--- config.mk ---
export PLATFORM = sky130hd
export DESIGN_NAME = reg_file
export DESIGN_NICKNAME = d
export VERILOG_FILES = /design/src/bus_pkg.sv /design/src/reg_file.sv
export SDC_FILE = /design/constraint.sdc
export NUM_CORES = 2
export LEC_CHECK = 0
export ABC_AREA = 1
export ABC_CLOCK_PERIOD_IN_PS = 12500
export BUFFER_PORTS_ARGS = -buffer_cell sky130_fd_sc_hd__buf_2
export CAP_MARGIN = 10
export CORE_ASPECT_RATIO = 2
export CORE_MARGIN = 2
export CORE_UTILIZATION = 45
export CTS_CLUSTER_DIAMETER = 60
export DETAILED_ROUTE_END_ITERATION = 16
export GPL_ROUTABILITY_DRIVEN = 0
export MAX_ROUTING_LAYER = met4
export PLACE_DENSITY_LB_ADDON = 0.15
export SKIP_CTS_REPAIR_TIMING = 1
export SLEW_MARGIN = 20
export SYNTH_ARGS = -nofsm -noshare
export SYNTH_HDL_FRONTEND = slang
export SYNTH_SLANG_ARGS = --single-unit
export TNS_END_PERCENT = 10
--- constraint.sdc ---
create_clock -name clk -period 12.5 [get_ports clk]
set_clock_uncertainty 0.05 [all_clocks]
set_input_delay 2.5 -clock clk [delete_from_list [all_inputs] [get_ports clk]]
set_output_delay 2.5 -clock clk [all_outputs]
set_load 0.01 [all_outputs]
--- src/bus_pkg.sv ---
package bus_pkg;

	//AXI4-Lite payloads
	//valid and ready run as separate ports beside them
	typedef struct packed {
		logic [11:0] addr;
	} axil_aw_t;

	typedef struct packed {
		logic [31:0] data;
	} axil_w_t;

	typedef struct packed {
		logic [1:0] resp;
	} axil_b_t;

	typedef struct packed {
		logic [11:0] addr;
	} axil_ar_t;

	typedef struct packed {
		logic [31:0] data;
		logic [1:0]  resp;
	} axil_r_t;

	//register file request
	//half_en bit 0 is the low word and bit 1 the high word
	typedef struct packed {
		logic        we;
		logic [4:0]  addr;
		logic [1:0]  half_en;
		logic [63:0] wdata;
	} rf_req_t;

	//register n low word at 8n and high word at 8n+4
	localparam logic [11:0] reg_base    = 12'h000;
	localparam logic [11:0] cmd_addr    = 12'h100;
	localparam logic [11:0] status_addr = 12'h104;

	localparam logic [1:0] resp_okay   = 2'b00;
	localparam logic [1:0] resp_slverr = 2'b10;

endpackage

--- src/reg_file.sv ---
`timescale 1ns/1ps

module reg_file (
	input  logic             clk,
	input  logic             rst,
	input  bus_pkg::rf_req_t req,
	input  logic             valid,
	output logic [63:0]      rdata
);

	//32 x 64 storage
	logic [63:0] mem [32];

	//each half has its own write enable
	always_ff @(posedge clk) begin
		if (valid && req.we) begin
			if (req.half_en[0])
				mem[req.addr][31:0] <= req.wdata[31:0];
			if (req.half_en[1])
				mem[req.addr][63:32] <= req.wdata[63:32];
		end
	end

	//read data shows up one cycle after the granted request
	always_ff @(posedge clk) begin
		if (rst)
			rdata <= '0;
		else if (valid)
			rdata <= mem[req.addr];
	end

endmodule

==> flow_metrics.py <==
metrics = {
    "global_routing": {
        "globalRouteOverflowTotal": 0,
        "grt_start_max_net_pins": 191,
        "antenna_found_initial": 30,
        "grt_usage_pct": 27.1,
        "grt_pass1_vias": 56900,
        "grt_pass1_wl_microns": 374000,
    },
    "sta": {
        "hold_viol": 0,
        "fin_crit_sh_pct": 45.0,
        "max_freq_mhz": 178,
        "worst_slack_ps": 6880,
        "setup_viol": 0,
        "final.min_clock_period_ps": 5620,
        "tightest_slew_ps": 1120,
        "slew_viol_final": 0,
        "rsz0062_at_grt": "no",
        "slew_headroom_pct": 25.4,
        "fin_tns_setup_ps": 0,
    },
    "synth": {
        "muxShareOfSynthArea_pct": 0,
        "synth_warnings": 0,
        "synth_most_common_cell": "nand2_1",
        "syn_nets": 8289,
        "synth-adder-area-share_pct": 0,
        "synth_top_area_share_pct": 71.1,
        "syn-instance-count": 8214,
        "synth_top_family_by_area": "simple AND/OR/NAND/NOR gates",
        "async_flop_share_pct": 0,
        "synth-simple-area-share_pct": 24.5,
        "synth_cell_types": 19,
        "yosys-top-cells-count": "nand2_1 (5011), edfxtp_1 (2048), buf_2 (264)",
        "synthXorXnorAreaFrac_pct": 0,
        "synth_compound_area_share_pct": 0.0695,
        "syn_area_sq_mm": 0.0865,
        "synth_area_leaders": "edfxtp_1 (71%), nand2_1 (22%), buf_2 (1.5%)",
        "yosysSeqAreaShare_pct": 72.6,
        "yosysTopAreaCell": "edfxtp_1",
        "synth_edf_count": 2048,
        "ys_seq_elements": 2112,
        "ys.flop_type": "edfxtp_1",
        "avgSynthCellArea_sq_um": 10.5,
    },
    "place": {
        "place_ws_ps": 6140,
        "portBuffers": 138,
        "dp_hpwl_microns": 134000,
        "dpl.cell_count": 10600,
        "dpl_cell_area_sq_mm": 0.0898,
    },
    "final_layout": {
        "fin_area_sq_mm": 0.0959,
        "fillers": 17000,
        "area_growth_pct": 10.9,
        "drive_above_1_share_pct": 7.26,
        "final_cells": 10900,
        "final_util_pct": 50.2,
        "finish.net_count": 8331,
    },
    "power_and_ir_drop": {
        "p_per_area_mw_per_mm2": 151,
        "ir_drop_v": 0.000105,
        "power.leakage_uw": 0.0389,
    },
    "detailed_routing": {
        "num_vias": 57600,
        "drtIter0Drc": 4729,
        "drt-pass1-iter-count": 5,
        "ant_nets": 0,
        "wirelength_microns": 258000,
        "via_per_inst": 5.27,
        "wl_per_cell_microns": 23.6,
        "drc": 0,
    },
    "setup_path": {
        "startpoint_type": "input port",
        "timing_worst_setup_path_type": "input port to flop",
        "crit_chain": "buf_8, buf_12, buf_4, buf_4, nand2_1, nand2_1, nand2_1, nand2_1, nand2_1, nand2_1, nor2_1, nand3_1, nand2_1, inv_1",
        "arrival_ps": 6350,
        "worstPathRequired_ps": 13220,
        "setup.worst_path.end_class": "flop",
        "cp_common_cell": "nand2_1",
        "cpPeakStageDelay_ps": 900,
        "critPathSlowestCell": "buf_4",
        "path_max_fanout": 149,
    },
    "clocking": {
        "numCtsBuffers": 191,
        "cts_root_buf": "clkbuf_16",
        "clock_sinks": 2112,
        "cts-htree-levels": 4,
        "clockBufferDepth": 4,
        "clk_latency_ps": 850,
        "cts_tree": "built",
        "clk_pin_slew_ps": 60,
    },
    "floorplan": {
        "dieWidth_microns": 314,
        "coreArea_sq_mm": 0.191,
        "die_area_sq_mm": 0.196,
        "start_util_pct": 45.2,
        "pin_count": 139,
        "die_h_microns": 624,
        "num_rows": 227,
    },
    "flow_run": {
        "maxCapViolations": 0,
    },
    "min_path": {
        "hold_path_class": "flop to flop",
    },
    "run_status": {
        "status": "finished clean",
    },
}
## per-stage QoR
| stage | hold WS [ps] | total power [uW] |
|---|---|---|
| floorplan | 492 | 8430 |
| global placement | 457 | 8770 |
| detailed placement | 456 | 8780 |
| CTS | 485 | 14500 |
| global route | 506 | 14900 |
| finish | 490 | 14400 |
## layout by cell type, fill, tap and decap left out, drive strengths merged
cell	count
a21oi	7
buf	261
bufinv	16
clkbuf	246
clkinv	64
clkinvlp	7
dfxtp	64
diode	23
edfxtp	2048
inv	136
nand2	5014
nand3	205
nand4	5
nor2	249
nor3	71
o21ai	5
## state kept, by name (all words and copies together) (netlist names)
signal / cells
mem: 2048
rdata: 64
## where the power goes
group / internal [uW] / leakage, uW / switching, uW
clock: 3240 / 0.00294 / 2580
combinational: 185 / 0.0170 / 615
sequential: 7800 / 0.0189 / 21.2
total: 11200 / 0.0389 / 3210
## per-layer routing
metal / track usage, % / routed length, microns / vias to the layer above
met3: 3.29 / 13100 / 636
met2: 48.1 / 135000 / 1748
li1: - / - / 26800
met5: - / 0 / -
met4: 13.8 / 14500 / 0
met1: 29.7 / 95100 / 28500
## final timing paths
path | endpoint | slack (ps) | cells after the start | start
max reg2reg | rdata[36]$_SDFFE_PP0P_ | 10780 | 10 | mem[4][36]$_DFFE_PP_
min reg2reg | rdata[3]$_SDFFE_PP0P_ | 490 | 2 | rdata[3]$_SDFFE_PP0P_
max | rdata[53]$_SDFFE_PP0P_ | 6880 | 14 | req[66]
min | rdata[3]$_SDFFE_PP0P_ | 490 | 2 | rdata[3]$_SDFFE_PP0P_
## area by class of cell
| class | instances | area [sq um] | share of cell area, % |
|---|---|---|---|
| Tap cell | 2519 | 3150 | 3.29 |
| Sequential cell | 2112 | 62800 | 65.4 |
| Timing Repair Buffer | 261 | 1760 | 1.83 |
| Antenna cell | 23 | 57.6 | 0.0600 |
| Clock buffer | 246 | 5170 | 5.39 |
| Multi-Input combinational cell | 5556 | 21600 | 22.5 |
| Clock inverter | 89 | 845 | 0.880 |
| Inverter | 134 | 543 | 0.566 |
## cells by family after synthesis
logic type,after synthesis
AO/OA/AOI/OAI,12
AND/OR/NAND/NOR,5544
buffers and inverters,546
flip-flops,2112
## worst max-delay path, delay by kind of cell
kind          cells  cell delay, ps
buf+inv           5            2770
simple gates      9             780
Note: power is estimated with default switching activity, not from simulation.
