### src/alu_pkg.sv
package alu_pkg;

	//3 bit ALU control, 001 and 111 stay unassigned
	typedef enum logic [2:0] {
		op_pass = 3'b000,
		op_add  = 3'b010,
		op_sub  = 3'b011,
		op_and  = 3'b100,
		op_or   = 3'b101,
		op_xor  = 3'b110
	} alu_op_e;

	//overflow sits in the top bit so it maps straight onto status[7:4]
	typedef struct packed {
		logic overflow;
		logic negative;
		logic zero;
		logic carry_out;
	} alu_flags_t;

	//register form, fmt = 0
	typedef struct packed {
		alu_op_e     op;
		logic        fmt;
		logic [4:0]  rd;
		logic [4:0]  ra;
		logic [4:0]  rb;
		logic [12:0] rsvd;
	} cmd_rr_t;

	//immediate form, fmt = 1
	//imm is sign extended to 64 bits and used as B
	typedef struct packed {
		alu_op_e     op;
		logic        fmt;
		logic [4:0]  rd;
		logic [4:0]  ra;
		logic [15:0] imm;
		logic [1:0]  rsvd;
	} cmd_ri_t;

	//one command word, op/fmt/rd/ra line up in both views
	typedef union packed {
		cmd_rr_t rr;
		cmd_ri_t ri;
	} cmd_u;

endpackage

### src/bus_pkg.sv
package bus_pkg;

	//AXI4-Lite payloads
	//valid and ready run as separate ports beside them
	typedef struct packed {
		logic [11:0] addr;
	} axil_aw_t;

	typedef struct packed {
		logic [31:0] data;
	} axil_w_t;

	typedef struct packed {
		logic [1:0] resp;
	} axil_b_t;

	typedef struct packed {
		logic [11:0] addr;
	} axil_ar_t;

	typedef struct packed {
		logic [31:0] data;
		logic [1:0]  resp;
	} axil_r_t;

	//register file request
	//half_en bit 0 is the low word and bit 1 the high word
	typedef struct packed {
		logic        we;
		logic [4:0]  addr;
		logic [1:0]  half_en;
		logic [63:0] wdata;
	} rf_req_t;

	//register n low word at 8n and high word at 8n+4
	localparam logic [11:0] reg_base    = 12'h000;
	localparam logic [11:0] cmd_addr    = 12'h100;
	localparam logic [11:0] status_addr = 12'h104;

	localparam logic [1:0] resp_okay   = 2'b00;
	localparam logic [1:0] resp_slverr = 2'b10;

endpackage

### src/alu_sequencer.sv
`timescale 1ns/1ps

module alu_sequencer (
	input  logic                clk,
	input  logic                rst,
	input  logic                cmd_valid,
	input  alu_pkg::cmd_u       cmd,
	output bus_pkg::rf_req_t    rf_req,
	output logic                rf_req_valid,
	input  logic                rf_gnt,
	input  logic                rf_rdata_valid,
	input  logic [63:0]         rf_rdata,
	output logic                busy,
	output logic                done,
	output logic                illegal,
	output alu_pkg::alu_flags_t flags,
	output logic [63:0]         alu_a,
	output logic [63:0]         alu_b,
	output alu_pkg::alu_op_e    alu_op,
	input  logic [63:0]         alu_result,
	input  alu_pkg::alu_flags_t alu_flags
);

	typedef enum logic [2:0] {q_idle, q_read_a, q_read_b, q_exec, q_write} state_e;
	state_e state;

	//granted, read data due next cycle
	logic wait_data;
	logic data_in;
	logic op_ok;
	alu_pkg::cmd_u cmd_q;
	logic [63:0] res_q;

	//001 and 111 fall to default
	always_comb begin
		case (cmd.rr.op)
			alu_pkg::op_pass,
			alu_pkg::op_add,
			alu_pkg::op_sub,
			alu_pkg::op_and,
			alu_pkg::op_or,
			alu_pkg::op_xor: op_ok = 1'b1;
			default:         op_ok = 1'b0;
		endcase
	end

	assign busy    = (state != q_idle);
	assign data_in = wait_data && rf_rdata_valid;
	assign alu_op  = cmd_q.rr.op;

	//reads use ra then rb, the write goes to rd with both halves
	assign rf_req_valid = ((state == q_read_a || state == q_read_b) && !wait_data)
		|| (state == q_write);
	assign rf_req.we      = (state == q_write);
	assign rf_req.addr    = (state == q_read_a) ? cmd_q.rr.ra :
		(state == q_read_b) ? cmd_q.rr.rb : cmd_q.rr.rd;
	assign rf_req.half_en = (state == q_write) ? 2'b11 : 2'b00;
	assign rf_req.wdata   = res_q;

	always_ff @(posedge clk) begin
		if (rst) begin
			state     <= q_idle;
			wait_data <= 1'b0;
			done      <= 1'b0;
			illegal   <= 1'b0;
			flags     <= '0;
		end else begin
			done <= 1'b0;
			case (state)
				q_idle: begin
					//illegal op finishes at once with nothing written
					if (cmd_valid && op_ok) begin
						illegal <= 1'b0;
						state   <= q_read_a;
					end else if (cmd_valid) begin
						illegal <= 1'b1;
						flags   <= '0;
						done    <= 1'b1;
					end
				end
				q_read_a, q_read_b: begin
					if (rf_gnt)
						wait_data <= 1'b1;
					//immediate form skips the B read
					if (data_in) begin
						wait_data <= 1'b0;
						state <= (state == q_read_a && !cmd_q.rr.fmt) ? q_read_b : q_exec;
					end
				end
				q_exec: begin
					flags <= alu_flags;
					state <= q_write;
				end
				q_write: begin
					if (rf_gnt) begin
						done  <= 1'b1;
						state <= q_idle;
					end
				end
				default: state <= q_idle;
			endcase
		end
	end

	//operands and result
	always_ff @(posedge clk) begin
		if (state == q_idle && cmd_valid)
			cmd_q <= cmd;
		if (state == q_read_a && data_in) begin
			alu_a <= rf_rdata;
			if (cmd_q.ri.fmt)
				alu_b <= {{48{cmd_q.ri.imm[15]}}, cmd_q.ri.imm};
		end
		if (state == q_read_b && data_in)
			alu_b <= rf_rdata;
		if (state == q_exec)
			res_q <= alu_result;
	end

	a_idle_no_req: assert property (@(posedge clk) disable iff (rst)
		state == q_idle |-> !rf_req_valid);

	//the host port only issues a command once the last one is done
	a_cmd_when_idle: assert property (@(posedge clk) disable iff (rst)
		cmd_valid |-> state == q_idle && !done);

endmodule

### config.mk
export PLATFORM = sky130hd
export DESIGN_NAME = alu_sequencer
export DESIGN_NICKNAME = d
export VERILOG_FILES = /design/src/alu_pkg.sv /design/src/bus_pkg.sv /design/src/alu_sequencer.sv
export SDC_FILE = /design/constraint.sdc
export NUM_CORES = 1
export LEC_CHECK = 0
export ABC_AREA = 0
export BUFFER_PORTS_ARGS = -buffer_cell sky130_fd_sc_hd__buf_4
export CAP_MARGIN = 20
export CORE_MARGIN = 2
export CORE_UTILIZATION = 36
export DETAILED_ROUTE_END_ITERATION = 10
export GPL_TIMING_DRIVEN = 0
export PLACE_DENSITY = 0.72
export SLEW_MARGIN = 5
export SYNTH_ARGS = -nofsm -noshare
export SYNTH_HDL_FRONTEND = slang
export SYNTH_SLANG_ARGS = --single-unit
### constraint.sdc
create_clock -name clk -period 19.9 [get_ports clk]
set_input_delay 1.99 -clock clk [delete_from_list [all_inputs] [get_ports clk]]
set_output_delay 1.99 -clock clk [all_outputs]
set_load 0.05 [all_outputs]
==> results.sh <==
export IMPL_status="finished clean"
export IMPL_design_area_mm2=0.0122
export IMPL_gp_congestion=0.849
export IMPL_drive_gt1_frac=0.565
export IMPL_wl_um=21900
export IMPL_hold_end="illegal$_SDFFE_PP0P_"
export IMPL_root_buffer="clkbuf_16"
export IMPL_synth_area_mm2=0.00794
export IMPL_synth_top_area_frac=0.840
export IMPL_io_pins=380
export IMPL_p_int_uw=930
export IMPL_syn_nets=558
export IMPL_period_minus_slack_ns=4.14
export IMPL_fmaxAchievable_mhz=241
export IMPL_reg2reg_slack_ns=17.38
export IMPL_route_vias_total=5119
export IMPL_ir_drop_uv=90.9
export IMPL_fin_skew_ns=0.0221
export IMPL_drt_first_pass_iters=4
export IMPL_area_growth_pct=53.2
export IMPL_clock_sinks=232
export IMPL_syn_inst=389
export IMPL_io_buffers=376
export IMPL_design_core_area_mm2=0.0218
export IMPL_min_from="illegal$_SDFFE_PP0P_"
export IMPL_chipHeight_um=153
export IMPL_gr_usage_all_layers=0.181
export IMPL_p_leak_nw=5.03
export IMPL_cts_clk_slew_worst_paths_ns=0.06
export IMPL_synth_simple_area_share=0.0249
export IMPL_slew_limit_headroom=0.360
export IMPL_viasPerCell=4.64
export IMPL_grt_pass1_vias=5224
export IMPL_gr_total_overflow=0
export IMPL_wl_per_cell_um=19.9
export IMPL_synth_xor_xnor_area_share=0.00110
export IMPL_ant_nets=0
export IMPL_hold_class="flop to flop"
export IMPL_finalHoldViolations=0
export IMPL_whs_ns=0.480
export IMPL_worst_pin_slew_ns=0.959
export IMPL_yosys_area_share_adder=0
export IMPL_synth_area_mux_share=0.0213
export IMPL_cts_tree="yes"
export IMPL_crit_chain="buf_2, nor2_1, or3_1, clkbuf_1, nand2_1, o21ai_0, buf_4"
export IMPL_switchingPower_uw=317
export IMPL_fin_crit_sh=0.208
export IMPL_synth_seq_cells=232
export IMPL_routed_top_layer="met4"
export IMPL_rsz0062_at_grt="false"
export IMPL_dieArea_mm2=0.0233
export IMPL_reg2reg_from="wait_data$_SDFFE_PP0P_"
export IMPL_worst_path_max_delay_cell="or3_1"
export IMPL_grt_pass1_wl_um=32000
export IMPL_p_clk_frac=0.376
export IMPL_drcViolationCount=0
export IMPL_synth_edf_count=222
export IMPL_slowest_delay_ns=0.36
export IMPL_synthDistinctLibCells=36
export IMPL_synth_top_family_by_area="compound AO/OA/AOI/OAI gates"
export IMPL_clock_latency_ns=0.52
export IMPL_crit_required_ns=17.91
export IMPL_drt_first_iter_violations=277
export IMPL_nNetsFinal=974
export IMPL_setup_violations=0
export IMPL_grt_antenna_before_repair=1
export IMPL_hold_buffers=0
export IMPL_path_class="flop to output pin"
export IMPL_yosys_warnings=0
export IMPL_worst_setup_path_end_kind="output pin"
export IMPL_grt_max_degree=60
export IMPL_wl_met2_um=11200
export IMPL_diodes=0
export IMPL_dp_hpwl_um=16900
export IMPL_cap_violations=0
export IMPL_n_fill_cell=1727
export IMPL_synth_area_leader_cell="edfxtp_1"
export IMPL_cts_made_buffers=24
export IMPL_swShare=0.254
export IMPL_synthFlopType="edfxtp_1"
export IMPL_cts_buffer_depth=3
export IMPL_arrival_ns=2.15
export IMPL_sequentialPowerShare=0.463
export IMPL_place_area_mm2=0.0113
export IMPL_synth_area_leaders="edfxtp_1 (84%), a21o_1 (4.7%), dfxtp_1 (2.5%), mux2_2 (2.1%), a21oi_1 (0.63%)"
export IMPL_wl_met1_um=8640
export IMPL_rr_worst_depth=8
export IMPL_power_frac_comb=0.161
export IMPL_tns_ns=0
export IMPL_hold_depth=2
export IMPL_syn_area_per_cell_um2=20.4
export IMPL_worstSetupStartpointType="flop"
export IMPL_synth_compound_area_frac=0.0722
export IMPL_postCtsSetupBuffers=0
export IMPL_synthArstFlopShare=0
export IMPL_crit_fanout=10
export IMPL_p_per_area_mw_per_mm2=102
export IMPL_r2r_end="alu_a[41]$_DFFE_PP_"
export IMPL_chipWidth_um=153
export IMPL_yosysSeqAreaShare=0.865
export IMPL_start_util=0.365
export IMPL_cts_resized=0
export IMPL_slew_violations=0
export IMPL_routed_wl_met3_um=1590
export IMPL_cts_htree_levels=1
export IMPL_fp_row_count=54
[how the worst max path moves through the flow]
stage / end / slack (ns) / depth (start not counted) / startpoint
final: rf_req[66] / 15.76 / 7 / state[0]$_SDFFE_PP0P_
after global routing: rf_req[68] / 15.64 / 7 / state[0]$_SDFFE_PP0P_
after CTS: rf_req[66] / 15.74 / 7 / state[0]$_SDFFE_PP0P_
after detailed placement: alu_a[39]$_DFFE_PP_ / 15.67 / 9 / rf_rdata_valid
after global placement: alu_b[29]$_DFFE_PP_ / 3.50 / 4 / rf_rdata_valid
after floorplan: alu_b[0]$_DFFE_PP_ / 8.72 / 3 / rf_rdata_valid
[routing by layer]
layer  up-vias  global-route usage
met5         -                   0
met4         0              0.0525
met3        30              0.0452
met2       254               0.311
met1      2473               0.229
li1       2362                   -
[synthesized netlist by cell type (all sizes together), types with 2 or more instances]
cell and instances:
edfxtp 222, a21o 50, buf 16, mux2 15
nand2 13, a21oi 10, dfxtp 10, o21ai 9
clkbuf 6, a22oi 5, and2 3, inv 3
nand2b 3, a2111oi 2, nor2 2, nor2b 2
nor3 2, nor4 2, o21bai 2, or2 2
[power by group through the flow]
stage / sequential, mW / combinational, mW / clock, mW
floorplan: 0.611 / 0.0993 / 0
global placement: 0.589 / 0.195 / 0
detailed placement: 0.587 / 0.201 / 0
CTS: 0.577 / 0.202 / 0.479
global route: 0.578 / 0.215 / 0.498
finish: 0.577 / 0.201 / 0.469
[critical path, delay by kind of cell (launching register included)]
family	cells	cell delay, ns
flip-flops	1	0.32
AND/OR/NAND/NOR	3	0.59
buffers and inverters	3	0.63
AO/OA/AOI/OAI	1	0.10
[state kept, by name (all words and copies together), names as in the netlist]
| register | cells |
|---|---|
| illegal | 1 |
| alu_a | 64 |
| state | 3 |
| alu_b | 64 |
| flags | 4 |
| done | 1 |
| wait_data | 1 |
| cmd_q | 30 |
| res_q | 64 |
[metrics by stage]
step / setup WS [ns] / cells / utilization / power, mW
global route: 15.64 / 1103 / 0.559 / 1.29
finish: 15.76 / 1103 / 0.559 / 1.25
global placement: 3.50 / 1045 / 0.511 / 0.784
CTS: 15.74 / 1103 / 0.559 / 1.26
floorplan: 8.72 / 389 / - / 0.711
detailed placement: 15.67 / 1059 / 0.520 / 0.788
[logic make-up after synthesis]
logic type,Yosys count
multiplexers,15
AND/OR/NAND/NOR,34
buffers and inverters,25
flip-flops,232
XOR/XNOR,1
AO/OA/AOI/OAI,82
[area by class of cell]
| class | instances | area [um2] | share of cell area |
|---|---|---|---|
| well taps | 280 | 350 | 0.0288 |
| inverters | 3 | 11.3 | 0.000926 |
| clock buffers | 25 | 604 | 0.0497 |
| repair buffers | 390 | 3010 | 0.248 |
| plain buffers | 22 | 114 | 0.00936 |
| flip-flops and latches | 232 | 6870 | 0.565 |
| clock inverters | 19 | 234 | 0.0192 |
| multi-input cells | 132 | 970 | 0.0797 |
[cells in the final DEF, fill, tap and decap left out, types with 3 or more instances in the layout]
cell,instances
edfxtp_1,222
o21ai_0,9
clkinv_1,5
nand2_1,13
clkbuf_1,7
buf_16,4
a21o_1,49
buf_4,390
nand2b_1,3
a22oi_1,5
dfxtp_1,10
clkbuf_16,24
clkinv_2,5
mux2_2,15
bufinv_16,5
buf_2,10
a21oi_1,10
No activity file was read; power rests on OpenSTA's default activity.
