### config.mk
export PLATFORM = sky130hd
export DESIGN_NAME = axil_host_port
export DESIGN_NICKNAME = d
export VERILOG_FILES = /design/src/alu_pkg.sv /design/src/bus_pkg.sv /design/src/axil_host_port.sv
export SDC_FILE = /design/constraint.sdc
export NUM_CORES = 1
export LEC_CHECK = 0
export BUFFER_PORTS_ARGS = -buffer_cell sky130_fd_sc_hd__clkbuf_2
export CAP_MARGIN = 15
export CORE_ASPECT_RATIO = 0.7
export CORE_MARGIN = 3
export CORE_UTILIZATION = 45
export DETAILED_ROUTE_END_ITERATION = 10
export GPL_ROUTABILITY_DRIVEN = 1
export PLACE_DENSITY = 0.81
export SKIP_CTS_REPAIR_TIMING = 1
export SLEW_MARGIN = 5
export SYNTH_ARGS = -nofsm -noshare
export SYNTH_HDL_FRONTEND = slang
export SYNTH_SLANG_ARGS = --single-unit
### constraint.sdc
create_clock -name clk -period 4.3 [get_ports clk]
set_input_delay 0.86 -clock clk [delete_from_list [all_inputs] [get_ports clk]]
set_output_delay 0.86 -clock clk [all_outputs]
set_load 0.02 [all_outputs]
### src/alu_pkg.sv
package alu_pkg;

	//3 bit ALU control, 001 and 111 stay unassigned
	typedef enum logic [2:0] {
		op_pass = 3'b000,
		op_add  = 3'b010,
		op_sub  = 3'b011,
		op_and  = 3'b100,
		op_or   = 3'b101,
		op_xor  = 3'b110
	} alu_op_e;

	//overflow sits in the top bit so it maps straight onto status[7:4]
	typedef struct packed {
		logic overflow;
		logic negative;
		logic zero;
		logic carry_out;
	} alu_flags_t;

	//register form, fmt = 0
	typedef struct packed {
		alu_op_e     op;
		logic        fmt;
		logic [4:0]  rd;
		logic [4:0]  ra;
		logic [4:0]  rb;
		logic [12:0] rsvd;
	} cmd_rr_t;

	//immediate form, fmt = 1
	//imm is sign extended to 64 bits and used as B
	typedef struct packed {
		alu_op_e     op;
		logic        fmt;
		logic [4:0]  rd;
		logic [4:0]  ra;
		logic [15:0] imm;
		logic [1:0]  rsvd;
	} cmd_ri_t;

	//one command word, op/fmt/rd/ra line up in both views
	typedef union packed {
		cmd_rr_t rr;
		cmd_ri_t ri;
	} cmd_u;

endpackage

### src/bus_pkg.sv
package bus_pkg;

	//AXI4-Lite payloads
	//valid and ready run as separate ports beside them
	typedef struct packed {
		logic [11:0] addr;
	} axil_aw_t;

	typedef struct packed {
		logic [31:0] data;
	} axil_w_t;

	typedef struct packed {
		logic [1:0] resp;
	} axil_b_t;

	typedef struct packed {
		logic [11:0] addr;
	} axil_ar_t;

	typedef struct packed {
		logic [31:0] data;
		logic [1:0]  resp;
	} axil_r_t;

	//register file request
	//half_en bit 0 is the low word and bit 1 the high word
	typedef struct packed {
		logic        we;
		logic [4:0]  addr;
		logic [1:0]  half_en;
		logic [63:0] wdata;
	} rf_req_t;

	//register n low word at 8n and high word at 8n+4
	localparam logic [11:0] reg_base    = 12'h000;
	localparam logic [11:0] cmd_addr    = 12'h100;
	localparam logic [11:0] status_addr = 12'h104;

	localparam logic [1:0] resp_okay   = 2'b00;
	localparam logic [1:0] resp_slverr = 2'b10;

endpackage

### src/axil_host_port.sv
`timescale 1ns/1ps

module axil_host_port (
	input  logic                clk,
	input  logic                rst,
	input  bus_pkg::axil_aw_t   aw,
	input  logic                awvalid,
	output logic                awready,
	input  bus_pkg::axil_w_t    w,
	input  logic                wvalid,
	output logic                wready,
	output bus_pkg::axil_b_t    b,
	output logic                bvalid,
	input  logic                bready,
	input  bus_pkg::axil_ar_t   ar,
	input  logic                arvalid,
	output logic                arready,
	output bus_pkg::axil_r_t    r,
	output logic                rvalid,
	input  logic                rready,
	output bus_pkg::rf_req_t    rf_req,
	output logic                rf_req_valid,
	input  logic                rf_gnt,
	input  logic                rf_rdata_valid,
	input  logic [63:0]         rf_rdata,
	output logic                cmd_valid,
	output alu_pkg::cmd_u       cmd,
	input  logic                busy,
	input  logic                done,
	input  logic                illegal,
	input  alu_pkg::alu_flags_t flags
);

	typedef enum logic [2:0] {s_idle, s_rf, s_rd_wait, s_bresp, s_rresp} state_e;
	state_e state;

	logic wr_take;
	logic rd_take;
	logic wr_reg;
	logic rd_reg;
	logic cmd_ok;
	logic seq_busy;
	logic rd_hi;
	logic st_illegal;
	alu_pkg::alu_flags_t st_flags;
	logic [31:0] status_word;
	logic [31:0] rd_local;
	logic [1:0] wr_resp;
	logic [1:0] rd_resp;

	//write needs aw and w together and wins over a read
	assign wr_take = (state == s_idle) && awvalid && wvalid;
	assign rd_take = (state == s_idle) && arvalid && !(awvalid && wvalid);
	assign awready = wr_take;
	assign wready  = wr_take;
	assign arready = rd_take;

	//register area is the first 256 bytes
	assign wr_reg = (aw.addr[11:8] == bus_pkg::reg_base[11:8]);
	assign rd_reg = (ar.addr[11:8] == bus_pkg::reg_base[11:8]);

	//covers the gap between the cmd pulse and busy, and the done cycle
	assign seq_busy = busy | cmd_valid | done;
	assign cmd_ok   = (aw.addr == bus_pkg::cmd_addr) && !seq_busy;

	//flags in 7:4, illegal in 1, busy in 0
	assign status_word = {24'd0, st_flags, 2'b00, st_illegal, seq_busy};

	//status is read only
	assign wr_resp = (wr_reg || cmd_ok) ? bus_pkg::resp_okay : bus_pkg::resp_slverr;

	always_comb begin
		rd_local = '0;
		rd_resp  = bus_pkg::resp_okay;
		if (ar.addr == bus_pkg::status_addr)
			rd_local = status_word;
		else if (ar.addr == bus_pkg::cmd_addr)
			rd_local = cmd;
		else if (!rd_reg)
			rd_resp = bus_pkg::resp_slverr;
	end

	assign rf_req_valid = (state == s_rf);

	always_ff @(posedge clk) begin
		if (rst) begin
			state      <= s_idle;
			bvalid     <= 1'b0;
			rvalid     <= 1'b0;
			cmd_valid  <= 1'b0;
			st_illegal <= 1'b0;
			st_flags   <= '0;
		end else begin
			cmd_valid <= 1'b0;
			//sticky until the next command finishes
			if (done) begin
				st_illegal <= illegal;
				st_flags   <= flags;
			end
			case (state)
				s_idle: begin
					if (wr_take && wr_reg) begin
						state <= s_rf;
					end else if (wr_take) begin
						cmd_valid <= cmd_ok;
						bvalid    <= 1'b1;
						state     <= s_bresp;
					end else if (rd_take && rd_reg) begin
						state <= s_rf;
					end else if (rd_take) begin
						rvalid <= 1'b1;
						state  <= s_rresp;
					end
				end
				//hold the request until the arbiter grants it
				s_rf: begin
					if (rf_gnt && rf_req.we) begin
						bvalid <= 1'b1;
						state  <= s_bresp;
					end else if (rf_gnt) begin
						state <= s_rd_wait;
					end
				end
				s_rd_wait: begin
					if (rf_rdata_valid) begin
						rvalid <= 1'b1;
						state  <= s_rresp;
					end
				end
				s_bresp: begin
					if (bready) begin
						bvalid <= 1'b0;
						state  <= s_idle;
					end
				end
				s_rresp: begin
					if (rready) begin
						rvalid <= 1'b0;
						state  <= s_idle;
					end
				end
				default: state <= s_idle;
			endcase
		end
	end

	//payload
	always_ff @(posedge clk) begin
		if (wr_take) begin
			rf_req.we      <= 1'b1;
			rf_req.addr    <= aw.addr[7:3];
			rf_req.half_en <= aw.addr[2] ? 2'b10 : 2'b01;
			rf_req.wdata   <= {w.data, w.data};
			b.resp         <= wr_resp;
			if (cmd_ok)
				cmd <= w.data;
		end else if (rd_take) begin
			rf_req.we      <= 1'b0;
			rf_req.addr    <= ar.addr[7:3];
			rf_req.half_en <= 2'b00;
			rd_hi          <= ar.addr[2];
			r.data         <= rd_local;
			r.resp         <= rd_resp;
		end else if (state == s_rd_wait && rf_rdata_valid) begin
			//pick the addressed word
			r.data <= rd_hi ? rf_rdata[63:32] : rf_rdata[31:0];
		end
	end

	a_b_hold: assert property (@(posedge clk) disable iff (rst)
		bvalid && !bready |=> bvalid && $stable(b));

	a_r_hold: assert property (@(posedge clk) disable iff (rst)
		rvalid && !rready |=> rvalid && $stable(r));

endmodule

==> out/results.ini, run 1 <==
[timing]
fin_setup_tns_ps=0
setup_viol=0
min_period_over_period_pct=74.5
fmax_ghz=0.312
drv_slew=0
worst_pin_slew_ps=995
relSlewSlack_pct=33.7
rsz0062_at_grt=false
min_period_ps=3200
skew_ps=7.85
hold_violations=0

[place]
place.detailed.hpwl_um=10500
gp_congestion=0.911
port-buffer-count=280

[finish]
final_layout_size_suffix_gt1_share_pct=56.5
final_util_pct=65.5
layout_common_cells=280 x clkbuf_2, 106 x edfxtp_1, 43 x mux2i_1
nets=727
layout_commonest_cell=clkbuf_2
synthToLayoutAreaGrowth_pct=36.9
fillers=800
regArea_um2=3420
multiInputGateArea_um2=1360
antenna_cells=0

[critical_path]
path_depth=4
cp_top_family=buffers and inverters
r2r_cells=5
path_max_fanout=16
rr_endpoint=rf_req[65]
reg2reg_slack_ps=1740
cp_cell_sequence=nor3_4 > nand3_1 > clkinv_1 > clkbuf_2
cp-start-kind=flop
slowest_delay_ps=640
endpoint_kind=output pin
critPathBufInv=2
r2r_start=state[1]
slowest_stage=dfxtp_1
criticalPathCategory=reg2out
endpoint=awready
crit_start=state[1]
crit_arrival_ps=2340
required_ps=3440

[synthesis]
synth_top_area_cell=edfxtp_1
yosys_warnings=0
synth_top_area_share_pct=62.1
seq_area_frac_synth_pct=66.8
ys_types=42
synthCells=337
syn_area_per_cell_um2=15.2
synth_area_leaders=edfxtp_1 62%, mux2i_1 8.4%, o2bb2ai_2 5.9%
yosys_most_used_dff=edfxtp_1
async_reset_ff_share_pct=0
synth_seq_cells=118
synth-edff-count=106
syn-cell-area_um2=5120

[global_route]
grt_max_degree=34
grt_pass1_vias=3922
antenna_found_initial=0
grt_use_total_pct=20.9
overflow=0
grt_first_pass_wirelength_um=20100

[die]
num_io_pins=283
start_util_pct=47.9
rows=31
core-area_um2=10700
die_area_um2=12700
dieWidth_um=134
die_h_um=95.3

[clock_tree]
clkLatencyLatePin_ps=390
cts_tree=yes
cts.clk_slew.worst_paths_ps=50
numCtsBuffers=17
clock-sinks=118
ctsHtreeMaxLevel=4
cts_root_buf=clkbuf_16
ctsLongestPathBuffers=2

[routing]
drtPass1Iterations=4
first_iter_violations=165
wl_per_cell_um=18.2
vias=3812
wl_um=13700
final_antenna_net_count=0
drc=0
avgViaCountPerCell=5.07

[pwr]
power_density_nw_per_um2=532
vdd_drop_max_uv=292
p_leak_nw=3.12

[worst_hold_path]
hold_class=reg2reg

[flow_run]
drv_cap=0

[run_status]
status=complete, no violations

where the power goes:
part / internal, mW / total (mW) / leakage [nW] / switching (mW)
Clock: 0.937 / 1.40 / 0.287 / 0.462
Sequential: 1.45 / 1.54 / 1.08 / 0.0911
Combinational: 0.267 / 0.789 / 1.76 / 0.522
synth_stat cells, types with 3 or more instances:
library cell  number
edfxtp_1         106
mux2i_1           43
buf_4             35
nand2_1           26
o2bb2ai_2         20
dfxtp_1           12
nor2_1            12
buf_2              7
o22ai_1            7
clkbuf_1           6
nor3_1             6
o2bb2ai_1          6
o211ai_1           4
o21ai_0            4
buf_6              3
nor2b_1            3
nor4_1             3
worst min path at each step:
stage	from	endpoint	cells past startpoint
4_1_cts	rvalid	rvalid	2
3_3_place_gp	rvalid	rvalid	2
5_1_grt	rvalid	rvalid	2
3_5_place_dp	rvalid	rvalid	2
6_report	rvalid	rvalid	2
2_1_floorplan	st_flags[0]	st_flags[0]	2
state kept, by name (all words and copies together), names as in the netlist:
signal and count:
rf_req 40, r 33, cmd_valid 1, bvalid 1
cmd 32, st_illegal 1, st_flags 4, b 1
rd_hi 1, state 3, rvalid 1
worst reg2reg max path, stage by stage (launching register included):
cell and delay (ps):
dfxtp_1 640, nor3_4 110, nand3_1 380, clkinv_1 510, buf_4 440, and2_1 220
layout make-up:
cell class,instances,share of cell area [%]
inverter,3,0.160
multi-input combinational,165,19.3
sequential,118,48.8
tap,148,2.64
clock buffer,23,6.67
timing repair buffer,286,20.6
clock inverter,9,1.78
layer usage:
| metal | global-route usage, % | up-vias | wire length, um |
|---|---|---|---|
| li1 | - | 1765 | - |
| met1 | 22.9 | 1845 | 5120 |
| met2 | 38.6 | 190 | 7220 |
| met3 | 7.01 | 12 | 1190 |
| met4 | 7.19 | 0 | 141 |
| met5 | 0 | - | 0 |
cells by family after synthesis:
family | share of synthesized area [%]
other cells | 0.0732
mux | 8.40
simple gates | 7.64
compound gates | 9.87
flops | 66.8
buf+inv | 7.20
per-stage QoR:
stage               cells  hold WS, ps  cell area [um2]  power (mW)  worst slack [ps]
floorplan             338          460             5130        2.08               488
global placement      720          442             6420        2.34              1290
finish                752          452             7020        3.73              1100
global route          752          500             7020        3.88               919
CTS                   752          461             7020        3.76              1070
detailed placement    720          449             6420        2.35              1270
(Power assumes the default switching activity.)
==> run 2: changes to the inputs <==
--- a/config.mk
+++ b/config.mk
@@ -9,10 +9,10 @@
 export CAP_MARGIN = 15
 export CORE_ASPECT_RATIO = 0.7
 export CORE_MARGIN = 3
-export CORE_UTILIZATION = 45
+export CORE_UTILIZATION = 40
 export DETAILED_ROUTE_END_ITERATION = 10
 export GPL_ROUTABILITY_DRIVEN = 1
-export PLACE_DENSITY = 0.81
+export PLACE_DENSITY = 0.76
 export SKIP_CTS_REPAIR_TIMING = 1
 export SLEW_MARGIN = 5
 export SYNTH_ARGS = -nofsm -noshare
==> constraint.sdc (replaced) <==
create_clock -name clk -period 2.8 [get_ports clk]
set_input_delay 0.56 -clock clk [delete_from_list [all_inputs] [get_ports clk]]
set_output_delay 0.56 -clock clk [all_outputs]
set_load 0.02 [all_outputs]
==> out/results.ini, run 2 (synthesis results as in run 1) <==
[pwr]
p_leak_nw=3.16  ; was 3.12 nW
vdd_drop_max_uv=475  ; was 292 uV
power_density_nw_per_um2=825  ; was 532 nW/um2

[worst_hold_path]
hold_class=in2reg  ; was reg2reg
worstHoldPathCells=1  ; was 2

[finish]
fillers=1001  ; was 800
synthToLayoutAreaGrowth_pct=38.7  ; was 36.9%
antenna_cells=0  ; unchanged
final_util_pct=58.8  ; was 65.5%
largest-register=rf_req  ; unchanged
largest_register_ffs=40  ; unchanged
final_layout_size_suffix_gt1_share_pct=57.4  ; was 56.5%
layout_common_cells=280 x clkbuf_2, 106 x edfxtp_1, 43 x mux2i_1  ; unchanged
layout_commonest_cell=clkbuf_2  ; unchanged
reg_top3=rf_req (40), r (33), cmd (32)  ; unchanged
nets=731  ; was 727

[timing]
relSlewSlack_pct=33.7  ; about the same
min_period_over_period_pct=88.9
fin_setup_tns_ps=0  ; unchanged
drv_slew=0  ; unchanged
min_period_ps=2490
worst_pin_slew_ps=995  ; about the same
rsz0062_at_grt=false  ; unchanged
hold_violations=0  ; unchanged
skew_ps=9.08  ; was 7.85 ps
fmax_ghz=0.402
whs_ps=351  ; was 452 ps
setup_viol=0  ; unchanged

[critical_path]
crit_arrival_ps=1930  ; was 2340 ps
required_ps=2240  ; was 3440 ps
criticalPathCategory=reg2out  ; unchanged
cp-start-kind=flop  ; unchanged
critPathBufInv=3  ; was 2
path_depth=5  ; was 4
slowest_delay_ps=650  ; was 640 ps
path_max_fanout=16  ; unchanged
slowest_stage=dfxtp_1  ; unchanged
r2r_cells=3  ; was 5
endpoint_kind=output pin  ; unchanged
cp_top_family=buffers and inverters  ; unchanged
cp_cell_sequence=nor3_4 > nand3_1 > buf_4 > clkinv_1 > clkbuf_2  ; was nor3_4 > nand3_1 > clkinv_1 > clkbuf_2

[die]
rows=33  ; was 31
die_h_um=101  ; was 95.3 um
start_util_pct=42.4  ; was 47.9%
num_io_pins=283  ; unchanged
die_area_um2=14200  ; was 12700 um2
dieWidth_um=141  ; was 134 um
core-area_um2=12100  ; was 10700 um2

[clock_tree]
ctsHtreeMaxLevel=4  ; unchanged
cts.clk_slew.worst_paths_ps=60  ; was 50 ps
ctsLongestPathBuffers=2  ; unchanged
cts_tree=yes  ; unchanged
clkLatencyLatePin_ps=400  ; was 390 ps
numCtsBuffers=17  ; unchanged
cts_root_buf=clkbuf_16  ; unchanged
clock-sinks=118  ; unchanged

[global_route]
antenna_found_initial=0  ; unchanged
grt_max_degree=34  ; unchanged
overflow=0  ; unchanged
grt_use_total_pct=19.4  ; was 20.9%
grt_pass1_vias=3892  ; was 3922
grt_first_pass_wirelength_um=20800  ; was 20100 um

[run_status]
status=complete, no violations  ; unchanged

[place]
place.detailed.hpwl_um=10900  ; was 10500 um
gp_congestion=0.800  ; was 0.911
port-buffer-count=280  ; unchanged

[routing]
wl_per_cell_um=18.4  ; was 18.2 um
avgViaCountPerCell=4.99  ; was 5.07
final_antenna_net_count=0  ; unchanged
maxUsedRoutingLayer=met4  ; unchanged
wl_met3_um=1360  ; was 1190 um
first_iter_violations=147  ; was 165
met1_length_um=5450  ; was 5120 um
drtPass1Iterations=5  ; was 4
drc=0  ; unchanged
wl_met2_um=7140  ; was 7220 um
vias=3820  ; was 3812
wl_um=14100  ; was 13700 um

[flow_run]
drv_cap=0  ; unchanged

[run 2: power breakdown]
part,leakage [nW],switching [mW],internal [mW]
Sequential,1.08,0.129,2.23
Clock,0.299,0.779,1.49
Combinational,1.78,0.817,0.419
[run 2: cell type report]
class | instances | area [um2] | area share, %
repair buffers | 290 | 1490 | 20.9
inverters | 3 | 11.3 | 0.158
well taps | 157 | 196 | 2.76
clock inverters | 15 | 205 | 2.89
clock buffers | 17 | 425 | 5.98
multi-input cells | 165 | 1360 | 19.1
flip-flops and latches | 118 | 3420 | 48.2
[run 2: worst paths after layout]
check / slack (ps) / start / end
max: 310 / state[1] / wready
min: 350 / w[13] / rf_req[45]
max reg2reg: 430 / state[1] / r[31]
min reg2reg: 480 / rvalid / rvalid
[run 2: per-stage QoR]
stage | worst slack [ps] | total power, mW | cells | cell area (um2)
after detailed placement | 401 | 3.64 | 733 | 6480
after global placement | 523 | 3.61 | 733 | 6480
final | 312 | 5.86 | 765 | 7110
after CTS | 267 | 5.93 | 765 | 7110
after floorplan | -0.110 | 3.19 | 338 | 5140
after global routing | 138 | 6.12 | 765 | 7110
[run 2: routing by layer]
layer / vias to the layer above / global-route usage, %
met1: 1813 / 23.0
met5: - / 0
met3: 10 / 6.16
li1: 1777 / -
met4: 0 / 6.92
met2: 220 / 33.4
