$ cat config.mk
export PLATFORM = sky130hd
export DESIGN_NAME = alu
export DESIGN_NICKNAME = d
export VERILOG_FILES = /design/src/alu_pkg.sv /design/src/alu.sv
export SDC_FILE = /design/constraint.sdc
export NUM_CORES = 1
export LEC_CHECK = 0
export ABC_AREA = 1
export BUFFER_PORTS_ARGS = -buffer_cell sky130_fd_sc_hd__buf_2
export CAP_MARGIN = 5
export CORE_ASPECT_RATIO = 1.4
export CORE_UTILIZATION = 54
export DETAILED_ROUTE_END_ITERATION = 12
export GPL_TIMING_DRIVEN = 0
export PLACE_DENSITY = 0.81
export SYNTH_ARGS = -nofsm -noshare
export SYNTH_HDL_FRONTEND = slang
export SYNTH_SLANG_ARGS = --single-unit
$ cat constraint.sdc
create_clock -name vclk -period 5
set_input_delay 1 -clock vclk [all_inputs]
set_output_delay 1 -clock vclk [all_outputs]
set_load 0.01 [all_outputs]
$ cat src/alu_pkg.sv
package alu_pkg;

	//3 bit ALU control, 001 and 111 stay unassigned
	typedef enum logic [2:0] {
		op_pass = 3'b000,
		op_add  = 3'b010,
		op_sub  = 3'b011,
		op_and  = 3'b100,
		op_or   = 3'b101,
		op_xor  = 3'b110
	} alu_op_e;

	//overflow sits in the top bit so it maps straight onto status[7:4]
	typedef struct packed {
		logic overflow;
		logic negative;
		logic zero;
		logic carry_out;
	} alu_flags_t;

	//register form, fmt = 0
	typedef struct packed {
		alu_op_e     op;
		logic        fmt;
		logic [4:0]  rd;
		logic [4:0]  ra;
		logic [4:0]  rb;
		logic [12:0] rsvd;
	} cmd_rr_t;

	//immediate form, fmt = 1
	//imm is sign extended to 64 bits and used as B
	typedef struct packed {
		alu_op_e     op;
		logic        fmt;
		logic [4:0]  rd;
		logic [4:0]  ra;
		logic [15:0] imm;
		logic [1:0]  rsvd;
	} cmd_ri_t;

	//one command word, op/fmt/rd/ra line up in both views
	typedef union packed {
		cmd_rr_t rr;
		cmd_ri_t ri;
	} cmd_u;

endpackage

$ cat src/alu.sv
`timescale 1ns/1ps

module alu (
	input  logic [63:0]         a,
	input  logic [63:0]         b,
	input  alu_pkg::alu_op_e    op,
	output logic [63:0]         result,
	output alu_pkg::alu_flags_t flags
);

	//subtract selects ~b plus a carry in of one
	logic sub;

	//add or sub, the only ops that report carry and overflow
	logic arith;

	//b as seen by the adder
	logic [63:0] b_adj;

	//65 bits so the carry out falls into the top bit
	logic [64:0] sum;

	assign sub   = (op == alu_pkg::op_sub);
	assign arith = (op == alu_pkg::op_add) || sub;
	assign b_adj = sub ? ~b : b;

	//two's complement stage 2 through the carry in
	assign sum = {1'b0, a} + {1'b0, b_adj} + {64'd0, sub};

	//op selector
	always_comb begin
		case (op)
			alu_pkg::op_pass: result = b;
			alu_pkg::op_add:  result = sum[63:0];
			alu_pkg::op_sub:  result = sum[63:0];
			alu_pkg::op_and:  result = a & b;
			alu_pkg::op_or:   result = a | b;
			alu_pkg::op_xor:  result = a ^ b;
			//illegal codes give zero, the sequencer never writes them back
			default:          result = '0;
		endcase
	end

	//carry out of bit 63
	assign flags.carry_out = arith & sum[64];

	//signed overflow
	//operands agree in sign and the sum does not
	assign flags.overflow = arith & (a[63] == b_adj[63]) & (sum[63] != a[63]);

	//sign only has meaning on a subtract
	assign flags.negative = sub & result[63];

	assign flags.zero = (result == '0);

endmodule

==> qor.json, run 1 <==
{
  "run_status": "stopped before the end",
  "synth-warning-count": 0,
  "fp.dieH_um": 167,
  "synth_area_per_cell_um2": 5.30,
  "grt_max_degree": 11,
  "tool.error": "[ERROR GRT-0232] Routing congestion too high. Check the congestion heatmap in the GUI.",
  "endpoint_type": "primary output",
  "globalRoute.totalOverflow": 6,
  "io_pins": 199,
  "postSynthCellCount": 1979,
  "place_worst_setup_slack_ps": -1750,
  "ys_types": 37,
  "floorplan.initialDensity": 0.548,
  "synth_nets": 2312,
  "yosysSeqAreaShare": 0,
  "crit_endpoint": "flags[1]",
  "placement_rows": 60,
  "gp_congestion": 1.05,
  "syn_area_um2": 10500,
  "width_of_the_die_um": 120,
  "numPortBuffers": 198,
  "dp_cells": 2425,
  "outcome.stop_stage": "global routing (5_1_grt)",
  "dpl.hpwl_um": 38200,
  "grt.total_usage": 0.709
}
[synth_stat cells, drive strengths merged]
cell type | instances | area share
o21a | 1 | 0.00072
a2111oi | 1 | 0.00083
a21oi | 82 | 0.039
nand3b | 27 | 0.019
o211ai | 1 | 0.00072
fa | 1 | 0.0019
o21bai | 13 | 0.0093
nor2 | 188 | 0.068
nand2 | 653 | 0.24
a221oi | 50 | 0.042
clkbuf | 12 | 0.0043
and2 | 1 | 0.00060
a31oi | 2 | 0.0012
nand3 | 115 | 0.056
o311ai | 1 | 0.00083
inv | 412 | 0.15
buf | 25 | 0.012
o221ai | 1 | 0.00083
xor2 | 63 | 0.053
a21o | 2 | 0.0014
nor3 | 15 | 0.0072
clkinv | 1 | 0.00036
or2 | 3 | 0.0018
a211oi | 3 | 0.0021
o22ai | 9 | 0.0054
nor4 | 2 | 0.0012
nand4 | 18 | 0.011
o21ai | 74 | 0.035
ha | 201 | 0.24
o2111ai | 2 | 0.0017
[cells by family after synthesis]
| group | count (synthesis) | synth area share |
|---|---|---|
| simple gates | 1022 | 0.401 |
| buf+inv | 450 | 0.164 |
| compound gates | 242 | 0.141 |
| xor+xnor | 63 | 0.0526 |
| fa+ha+maj | 202 | 0.242 |
[routing by layer]
layer,global-route usage,GRT overflow
met2,0.933,3
met5,0.108,0
met3,0.495,0
met4,0.714,1
met1,0.701,2
[stage by stage]
stage          hold slack (ps)  utilization  cell area (µm²)
2_1_floorplan             2150            -            10500
3_3_place_gp              2360        0.616            11800
3_5_place_dp              2360        0.616            11800
4_1_cts                   2360        0.660            12600
[repair_timing]
| action | CTS |
|---|---|
| setup buffers | 23 |
| pin swaps | 45 |
| gates cloned | 2 |
| setup endpoints to repair | 62 |
| hold buffers | 0 |
| gates resized for setup | 173 |
==> inputs of run 2 (changes only) <==
Settings changed: CORE_ASPECT_RATIO 1.4 to default, CORE_UTILIZATION 54 to 40, PLACE_DENSITY 0.81 to default, PLACE_DENSITY_LB_ADDON from default to 0.15.
Clock period 5 ns to 6.5 ns, I/O delays scaled along.
==> run 2 against run 1 <==
  * The run now ends clean
  * Area after synthesis unchanged
  * Synthesized cell count unchanged
==> qor.json, run 2 <==
{
  "synth-warning-count": 0,
  "grt.total_usage": 0.322,
  "first_global_vias": 11897,
  "coreArea_um2": 25500,
  "p_leak_uw": 0.00743,
  "endpoint_type_of_the_worst_setup_path": "output pin",
  "placement_rows": 58,
  "post_synth_and_or_nand_nor_area_fraction": 0.401,
  "gp_congestion": 1.00,
  "fp.dieH_um": 164,
  "slew_violations": 0,
  "dr_total_vias": 13121,
  "rsz0062_at_grt": "false",
  "io_pins": 199,
  "synth.area.mux_share": 0,
  "nets": 2512,
  "timing.setup.tns_ps": 0,
  "ff_latch_area_um2": 0,
  "synthTopCellsByCount": "sky130_fd_sc_hd__nand2_1 (644), sky130_fd_sc_hd__inv_1 (408), sky130_fd_sc_hd__ha_1 (201), sky130_fd_sc_hd__nor2_1 (186), sky130_fd_sc_hd__nand3_1 (112)",
  "synth_adder_area_share": 0.242,
  "worst_slew_margin_rel": 0.358,
  "max-vdd-ir-drop_mv": 0.0483,
  "synth_nets": 2312,
  "run_status": "finished clean",
  "timing.critical_path.from_type": "input pin",
  "netlist_top_cells_area": "sky130_fd_sc_hd__ha_1 (24%), sky130_fd_sc_hd__nand2_1 (23%), sky130_fd_sc_hd__inv_1 (15%)",
  "critical_path_required_ps": 5200,
  "worstMarginPinSlew_ps": 963,
  "finalHoldWorstSlack_ps": 2960,
  "numPortBuffers": 198,
  "fillCellCount": 2905,
  "hold_depth": 4,
  "syn2layout_area_growth_pct": 14.5,
  "seq_cells": 0,
  "min_period_over_period": 0.977,
  "hold_violations": 0,
  "synth_top_family_by_area": "simple AND/OR/NAND/NOR gates",
  "worst_hold_path_type": "in2out",
  "synth_area_per_cell_um2": 5.30,
  "via_per_inst": 5.23,
  "final_routed_wirelength_um": 44100,
  "synth.most_common_cell": "sky130_fd_sc_hd__nand2_1",
  "critical_path.max_fanout": 10,
  "postSynthCellCount": 1979,
  "grt_antenna_before_repair": 0,
  "share_of_final_layout_standard_cells_stronger_than_drive_strength_1": 0.121,
  "floorplan.initialDensity": 0.412,
  "global_route_wire_length_before_repair_um": 65200,
  "min_period_ps": 6350,
  "antennaDiodeCount": 0,
  "critical_path_arrival_ps": 5050,
  "most_used_cell_along_the_critical_path": "sky130_fd_sc_hd__nand2_1",
  "power_per_cell_area_nw_per_um2": 100,
  "width_of_the_die_um": 164,
  "yosysTopAreaCellShare": 0.240,
  "wire_per_inst_um": 17.6,
  "grt_max_degree": 11,
  "final-setup-viol-count": 0,
  "cp-startpoint": "op[2]",
  "first_iter_violations": 1221,
  "mostFrequentLayoutCell": "sky130_fd_sc_hd__nand2_1",
  "critical-path-slowest-cell": "sky130_fd_sc_hd__ha_1",
  "most_used_cells_in_the_layout_excluding_fill_and_tap_cells": "sky130_fd_sc_hd__nand2_1 (640), sky130_fd_sc_hd__inv_1 (408), sky130_fd_sc_hd__buf_2 (216), sky130_fd_sc_hd__ha_1 (199), sky130_fd_sc_hd__nor2_1 (180)",
  "fraction_of_the_mapped_netlist_area_in_compound_gates": 0.141,
  "remaining_drc_errors": 0,
  "synthDominantAreaCellType": "sky130_fd_sc_hd__ha_1",
  "max-cap-violations": 0,
  "xor_and_xnor_area_share_after_synthesis": 0.0526,
  "total_power_uw": 1200,
  "max_freq_mhz": 158,
  "die-area_um2": 26900,
  "yosysSeqAreaShare": 0,
  "critPathKind": "in2out",
  "crit_path_cell_trace": "buf_4, inv_2, nand3_2, buf_6, buf_6, xor2_1, ha_1, nand2_1, nor2_1, nand2_1, nor3_1, nand2_1, nand3_1, nand2_1, nand3_1, nand2_1, nor2_1, nand2_1, nor2_1, nand2_1, nor2_1, nand3_1, nor2_1, buf_2",
  "ys_types": 37,
  "dpl.hpwl_um": 38300,
  "timing.hold.worst.start": "b[44]",
  "num-clock-buffers": 0,
  "critical-path-max-stage-delay_ps": 450,
  "globalRoute.totalOverflow": 0,
  "syn_area_um2": 10500,
  "route.antenna.remaining_nets": 0,
  "detail_route.first_pass.iterations": 5
}
-- run 2: per-stage QoR --
step                      worst slack (ps)  std cells  instance area, µm²  utilization
after floorplan                        779       1979               10500            -
after global placement               -1380       2507               11900        0.467
after detailed placement             -1380       2507               11900        0.467
after CTS                             15.1       2507               12000        0.469
after global routing                 0.580       2507               12000        0.471
final                                  151       2507               12000        0.471
-- run 2: power by group --
part           total (µW)  switching, µW  internal, µW
combinational        1200            801           400
clock                   0              0             0
sequential              0              0             0
total                1200            801           400
-- run 2: final timing paths --
path	endpoint
max	flags[1]
min	result[44]
-- run 2: logic make-up (layout without fill, tap and decap cells) --
kind of cell,count (synthesis),count (layout)
simple gates,1022,1022
fa+ha+maj,202,202
xor+xnor,63,63
compound gates,242,242
buf+inv,450,648
-- run 2: final cells by class --
cell class                      instances  area, µm²  area share
Buffer                                 37        213      0.0177
Inverter                              413       1550       0.129
Multi-Input combinational cell       1529       8840       0.736
Timing Repair Buffer                  198        991      0.0825
Tap cell                              330        413      0.0344
-- run 2: repair_timing --
| action | in CTS | in global routing |
|---|---|---|
| pin swaps | 0 | 1 |
| hold buffers | 0 | 0 |
| buffers inserted | 0 | 0 |
| gates resized for setup | 28 | 18 |
| setup endpoints to repair | 48 | 1 |
-- run 2: routing by layer --
metal / vias up / GRT usage / wire, µm
li1: 6617 / - / -
met1: 5954 / 0.483 / 21600
met2: 514 / 0.499 / 18200
met3: 36 / 0.0321 / 3680
met4: 0 / 0.0404 / 634
met5: - / 0 / 0
-- run 2: worst max-delay path, delay by kind of cell --
family | cells | cell delay [ps]
XOR/XNOR | 1 | 160
adder cells (fa/ha/maj) | 1 | 450
buffers and inverters | 5 | 760
AND/OR/NAND/NOR | 17 | 2320
Power figures use the tool's default switching activity.
==> inputs of run 3 (changes only) <==
Settings changed: MAX_ROUTING_LAYER from default to met4, RECOVER_POWER from default to 50.
==> run 3 against run 2 <==
  * Wire length is 0.61% higher
  * Core utilization decreased by 0.16 points
  * Via count up 0.28%
  * Fmax up 0.54%
  * Largest cell class unchanged
==> qor.json, run 3 (same netlist as run 2, synthesis figures left out) <==
{
  "placement_rows": 58,
  "p_sw_uw": 802,
  "dpl.hpwl_um": 38400,
  "nets": 2512,
  "power_frac_comb": 1.000,
  "rsz0062_at_grt": "false",
  "global_route_wire_length_before_repair_um": 65600,
  "ff_latch_area_um2": 0,
  "gp_congestion": 1.02,
  "worstMarginPinSlew_ps": 955,
  "place_worst_setup_slack_ps": -1330,
  "detail_route.first_pass.iterations": 6,
  "sw_frac_of_total": 0.671,
  "run_status": "finished clean",
  "final_routed_wirelength_um": 44400,
  "grt.total_usage": 0.333,
  "dr_total_vias": 13158,
  "critical_path_required_ps": 5200,
  "first_global_vias": 11858,
  "max-vdd-ir-drop_mv": 0.0432,
  "most_used_cells_in_the_layout_excluding_fill_and_tap_cells": "sky130_fd_sc_hd__nand2_1 (646), sky130_fd_sc_hd__inv_1 (408), sky130_fd_sc_hd__ha_1 (201), sky130_fd_sc_hd__buf_2 (199), sky130_fd_sc_hd__nor2_1 (180)",
  "final-setup-viol-count": 0,
  "globalRoute.totalOverflow": 0,
  "critical_path.max_fanout": 10,
  "mostFrequentLayoutCell": "sky130_fd_sc_hd__nand2_1",
  "width_of_the_die_um": 164,
  "io_pins": 199,
  "remaining_drc_errors": 0,
  "power_per_cell_area_nw_per_um2": 99.8,
  "hold_violations": 0,
  "worst_slew_margin_rel": 0.363,
  "grt_max_degree": 11,
  "route.antenna.remaining_nets": 0,
  "seq_power_share": 0,
  "grt_antenna_before_repair": 0,
  "timing.setup.tns_ps": 0,
  "critPathKind": "in2out",
  "share_of_final_layout_standard_cells_stronger_than_drive_strength_1": 0.109,
  "most_used_cell_along_the_critical_path": "sky130_fd_sc_hd__nand2_1",
  "path_buf_inv": 8,
  "timing.critical_path.from_type": "input pin",
  "power.clock.fraction": 0,
  "coreArea_um2": 25500,
  "slew_violations": 0,
  "cts.repair_timing.setup_buffer_count": 0,
  "fillCellCount": 2933,
  "intPower_uw": 392,
  "min_period_ps": 6310,
  "min_period_over_period": 0.971,
  "endpoint_type_of_the_worst_setup_path": "output pin",
  "cp_top_family": "simple AND/OR/NAND/NOR gates",
  "die-area_um2": 26900,
  "first_iter_violations": 1085,
  "max-cap-violations": 0,
  "p_leak_uw": 0.00738,
  "fp.dieH_um": 164,
  "worst_hold_path_type": "in2out",
  "max_freq_mhz": 158,
  "num-clock-buffers": 0,
  "floorplan.initialDensity": 0.412,
  "critical-path-max-stage-delay_ps": 350,
  "wire_per_inst_um": 17.7,
  "numPortBuffers": 198,
  "critical_path_arrival_ps": 5010,
  "syn2layout_area_growth_pct": 14.1,
  "via_per_inst": 5.25,
  "setup_ws_ps": 185,
  "hold_buffers": 0,
  "antennaDiodeCount": 0,
  "critical-path-slowest-cell": "sky130_fd_sc_hd__ha_1",
  "multi_input_comb_area_um2": 8820,
  "seq_cells": 0
}
run 3: changes by cell type in the layout (fill, tap and decap cells not counted), sizes merged:
cell    previous run  this run
buf              224       207
clkbuf            11        28
run 3: timing repair:
action | 4_1_cts | 5_1_grt
endpoints found under the setup margin | 46 | 1
resized for setup | 29 | 14
cloned | 0 | 0
run 3: final timing paths:
path              start         end  slack (ps)  depth (start not counted)
setup / recovery  op[2]    flags[1]         190                         28
hold / removal    b[13]  result[13]        2960                          4
run 3: through the flow:
step	util	std cells	hold slack [ps]	instance area [µm²]	power, µW
2_1_floorplan	-	1979	2750	10500	746
3_3_place_gp	0.467	2507	2960	11900	1150
3_5_place_dp	0.467	2507	2960	11900	1160
4_1_cts	0.469	2507	2960	12000	1170
5_1_grt	0.470	2507	3000	12000	1320
6_report	0.470	2507	2960	12000	1190
run 3: layout make-up:
class                           count  share of cell area
Buffer                             37              0.0181
Inverter                          413               0.130
Multi-Input combinational cell   1529               0.737
Tap cell                          330              0.0345
Timing Repair Buffer              198              0.0810
run 3: tightest hold or removal path, delay by kind of cell:
family                 cells  cell delay, ps
AOI/OAI and AO/OA          1              80
buffers and inverters      2             220
and+or+nand+nor            1              60
run 3: routing by layer:
metal / track usage / share of wire / up-vias
met1: 0.500 / 0.50 / 6011
met2: 0.490 / 0.41 / 488
met3: 0.0227 / 0.076 / 42
met4: 0.0484 / 0.017 / 0
li1: - / - / 6617
met5: - / 0 / -
run 3: power by group through the flow:
stage / registers, µW / clock network, µW / logic (µW)
after floorplan: 0 / 0 / 746
after global placement: 0 / 0 / 1150
after detailed placement: 0 / 0 / 1160
after CTS: 0 / 0 / 1170
after global routing: 0 / 0 / 1320
final: 0 / 0 / 1190
==> inputs of run 4 (changes only) <==
Settings changed: CORE_UTILIZATION 40 to 35.
==> run 4 against run 3 <==
  * Fmax fell by 0.10%
  * Count of clock-buffer cells in the layout did not move
  * Wire length rose by 5.9%
  * First-iteration DRC count fell by 17%
==> qor.json, run 4 (same netlist as run 2, synthesis figures left out) <==
{
  "run_status": "finished clean",
  "p_leak_uw": 0.00743,
  "critical_path_required_ps": 5200,
  "min_period_ps": 6320,
  "route.antenna.remaining_nets": 0,
  "critical_path.max_fanout": 10,
  "dr_total_vias": 13165,
  "numPortBuffers": 198,
  "coreArea_um2": 29600,
  "placement_rows": 63,
  "syn2layout_area_growth_pct": 15.8,
  "max-vdd-ir-drop_mv": 0.0368,
  "dpl.hpwl_um": 40900,
  "wire_per_inst_um": 18.3,
  "first_global_vias": 11884,
  "final_routed_wirelength_um": 47000,
  "final_cell_area_um2": 12100,
  "max_freq_mhz": 158,
  "worst_hold_path_type": "in2out",
  "remaining_drc_errors": 0,
  "global_route_wire_length_before_repair_um": 68800,
  "io_pins": 199,
  "placement.cell_area_um2": 12000,
  "place_worst_setup_slack_ps": -1630,
  "ff_latch_area_um2": 0,
  "share_of_final_layout_standard_cells_stronger_than_drive_strength_1": 0.125,
  "mostFrequentLayoutCell": "sky130_fd_sc_hd__nand2_1",
  "power_per_cell_area_nw_per_um2": 100,
  "max-cap-violations": 0,
  "first_iter_violations": 901,
  "final-setup-viol-count": 0,
  "critical_path_arrival_ps": 5020,
  "die-area_um2": 30700,
  "via_per_inst": 5.13,
  "setup_ws_ps": 179,
  "critPathKind": "in2out",
  "min_period_over_period": 0.972,
  "seq_cells": 0,
  "grt.total_usage": 0.306,
  "slew_violations": 0,
  "finish.utilization": 0.411,
  "worstMarginPinSlew_ps": 1200,
  "worst_slew_margin_rel": 0.200,
  "grt_max_degree": 11,
  "gp_congestion": 0.990,
  "fp.dieH_um": 175,
  "most_used_cells_in_the_layout_excluding_fill_and_tap_cells": "sky130_fd_sc_hd__nand2_1 (641), sky130_fd_sc_hd__inv_1 (408), sky130_fd_sc_hd__buf_2 (214), sky130_fd_sc_hd__ha_1 (196), sky130_fd_sc_hd__nor2_1 (174)",
  "globalRoute.totalOverflow": 0,
  "nets": 2512,
  "num-clock-buffers": 0,
  "timing.critical_path.from_type": "input pin",
  "endpoint_type_of_the_worst_setup_path": "output pin",
  "floorplan.initialDensity": 0.355,
  "width_of_the_die_um": 175,
  "grt_antenna_before_repair": 1,
  "detail_route.first_pass.iterations": 6,
  "cts.repair_timing.setup_buffer_count": 0,
  "hold_violations": 0
}
-- run 4: cell count changes in the layout (fill, tap and decap cells not counted), sizes merged --
cell / change
buf: +17
clkbuf: -17
diode: +1
-- run 4: repair_timing --
| action | CTS | global route |
|---|---|---|
| setup endpoints to repair | 51 | 1 |
| pin swaps | 0 | 3 |
| gates cloned | 0 | 0 |
| hold buffers | 0 | 0 |
| resized for setup | 36 | 34 |
-- run 4: final timing paths --
path                  startpoint          to  slack (ps)  cells after the start
worst max-delay path       op[2]    flags[1]         180                     23
worst min-delay path       b[13]  result[13]        2960                      4
-- run 4: cell type report --
cell class                 instances  area (µm²)
multi-input combinational       1529        8890
antenna                            1        2.50
fill                            3465       17400
buffer                            37         223
tap                              390         488
timing repair buffer             198         990
inverter                         413        1550
-- run 4: critical path, stage by stage --
cell and delay, ps:
sky130_fd_sc_hd__buf_4 140, sky130_fd_sc_hd__inv_2 70, sky130_fd_sc_hd__nand3_2 80, sky130_fd_sc_hd__buf_6 230
sky130_fd_sc_hd__buf_8 210, sky130_fd_sc_hd__xor2_1 180, sky130_fd_sc_hd__ha_1 300, sky130_fd_sc_hd__nand2_1 210
sky130_fd_sc_hd__inv_1 70, sky130_fd_sc_hd__nand2_1 70, sky130_fd_sc_hd__nand2_1 110, sky130_fd_sc_hd__a21oi_1 280
sky130_fd_sc_hd__nand2_1 130, sky130_fd_sc_hd__nand2_1 90, sky130_fd_sc_hd__nand2_1 140, sky130_fd_sc_hd__o21ai_0 180
sky130_fd_sc_hd__nand2_1 160, sky130_fd_sc_hd__nor2_1 200, sky130_fd_sc_hd__nand3_1 110, sky130_fd_sc_hd__nor2_2 300
sky130_fd_sc_hd__nand3_1 120, sky130_fd_sc_hd__nor2_1 160, sky130_fd_sc_hd__buf_2 160
-- run 4: layer usage --
metal,vias up,share of wire,track usage
met4,0,0.021,0.0616
met3,42,0.070,0.0296
met5,-,0,-
met1,6080,0.50,0.449
li1,6626,-,-
met2,417,0.41,0.448
-- run 4: metrics by stage --
| step | setup TNS [ps] | hold WS [ps] | total power (µW) | std cells |
|---|---|---|---|---|
| 3_3_place_gp | -13460 | 2960 | 1170 | 2567 |
| 6_report | 0 | 2960 | 1220 | 2568 |
| 3_5_place_dp | -14770 | 2960 | 1180 | 2567 |
| 5_1_grt | -3.27 | 2990 | 1360 | 2568 |
| 4_1_cts | 0 | 2960 | 1190 | 2567 |
| 2_1_floorplan | 0 | 2750 | 746 | 1979 |
-- run 4: where the power goes --
part	switching [µW]	internal (µW)
clock	0	0.0000659
combinational	819	401
sequential	0	0
total	819	401
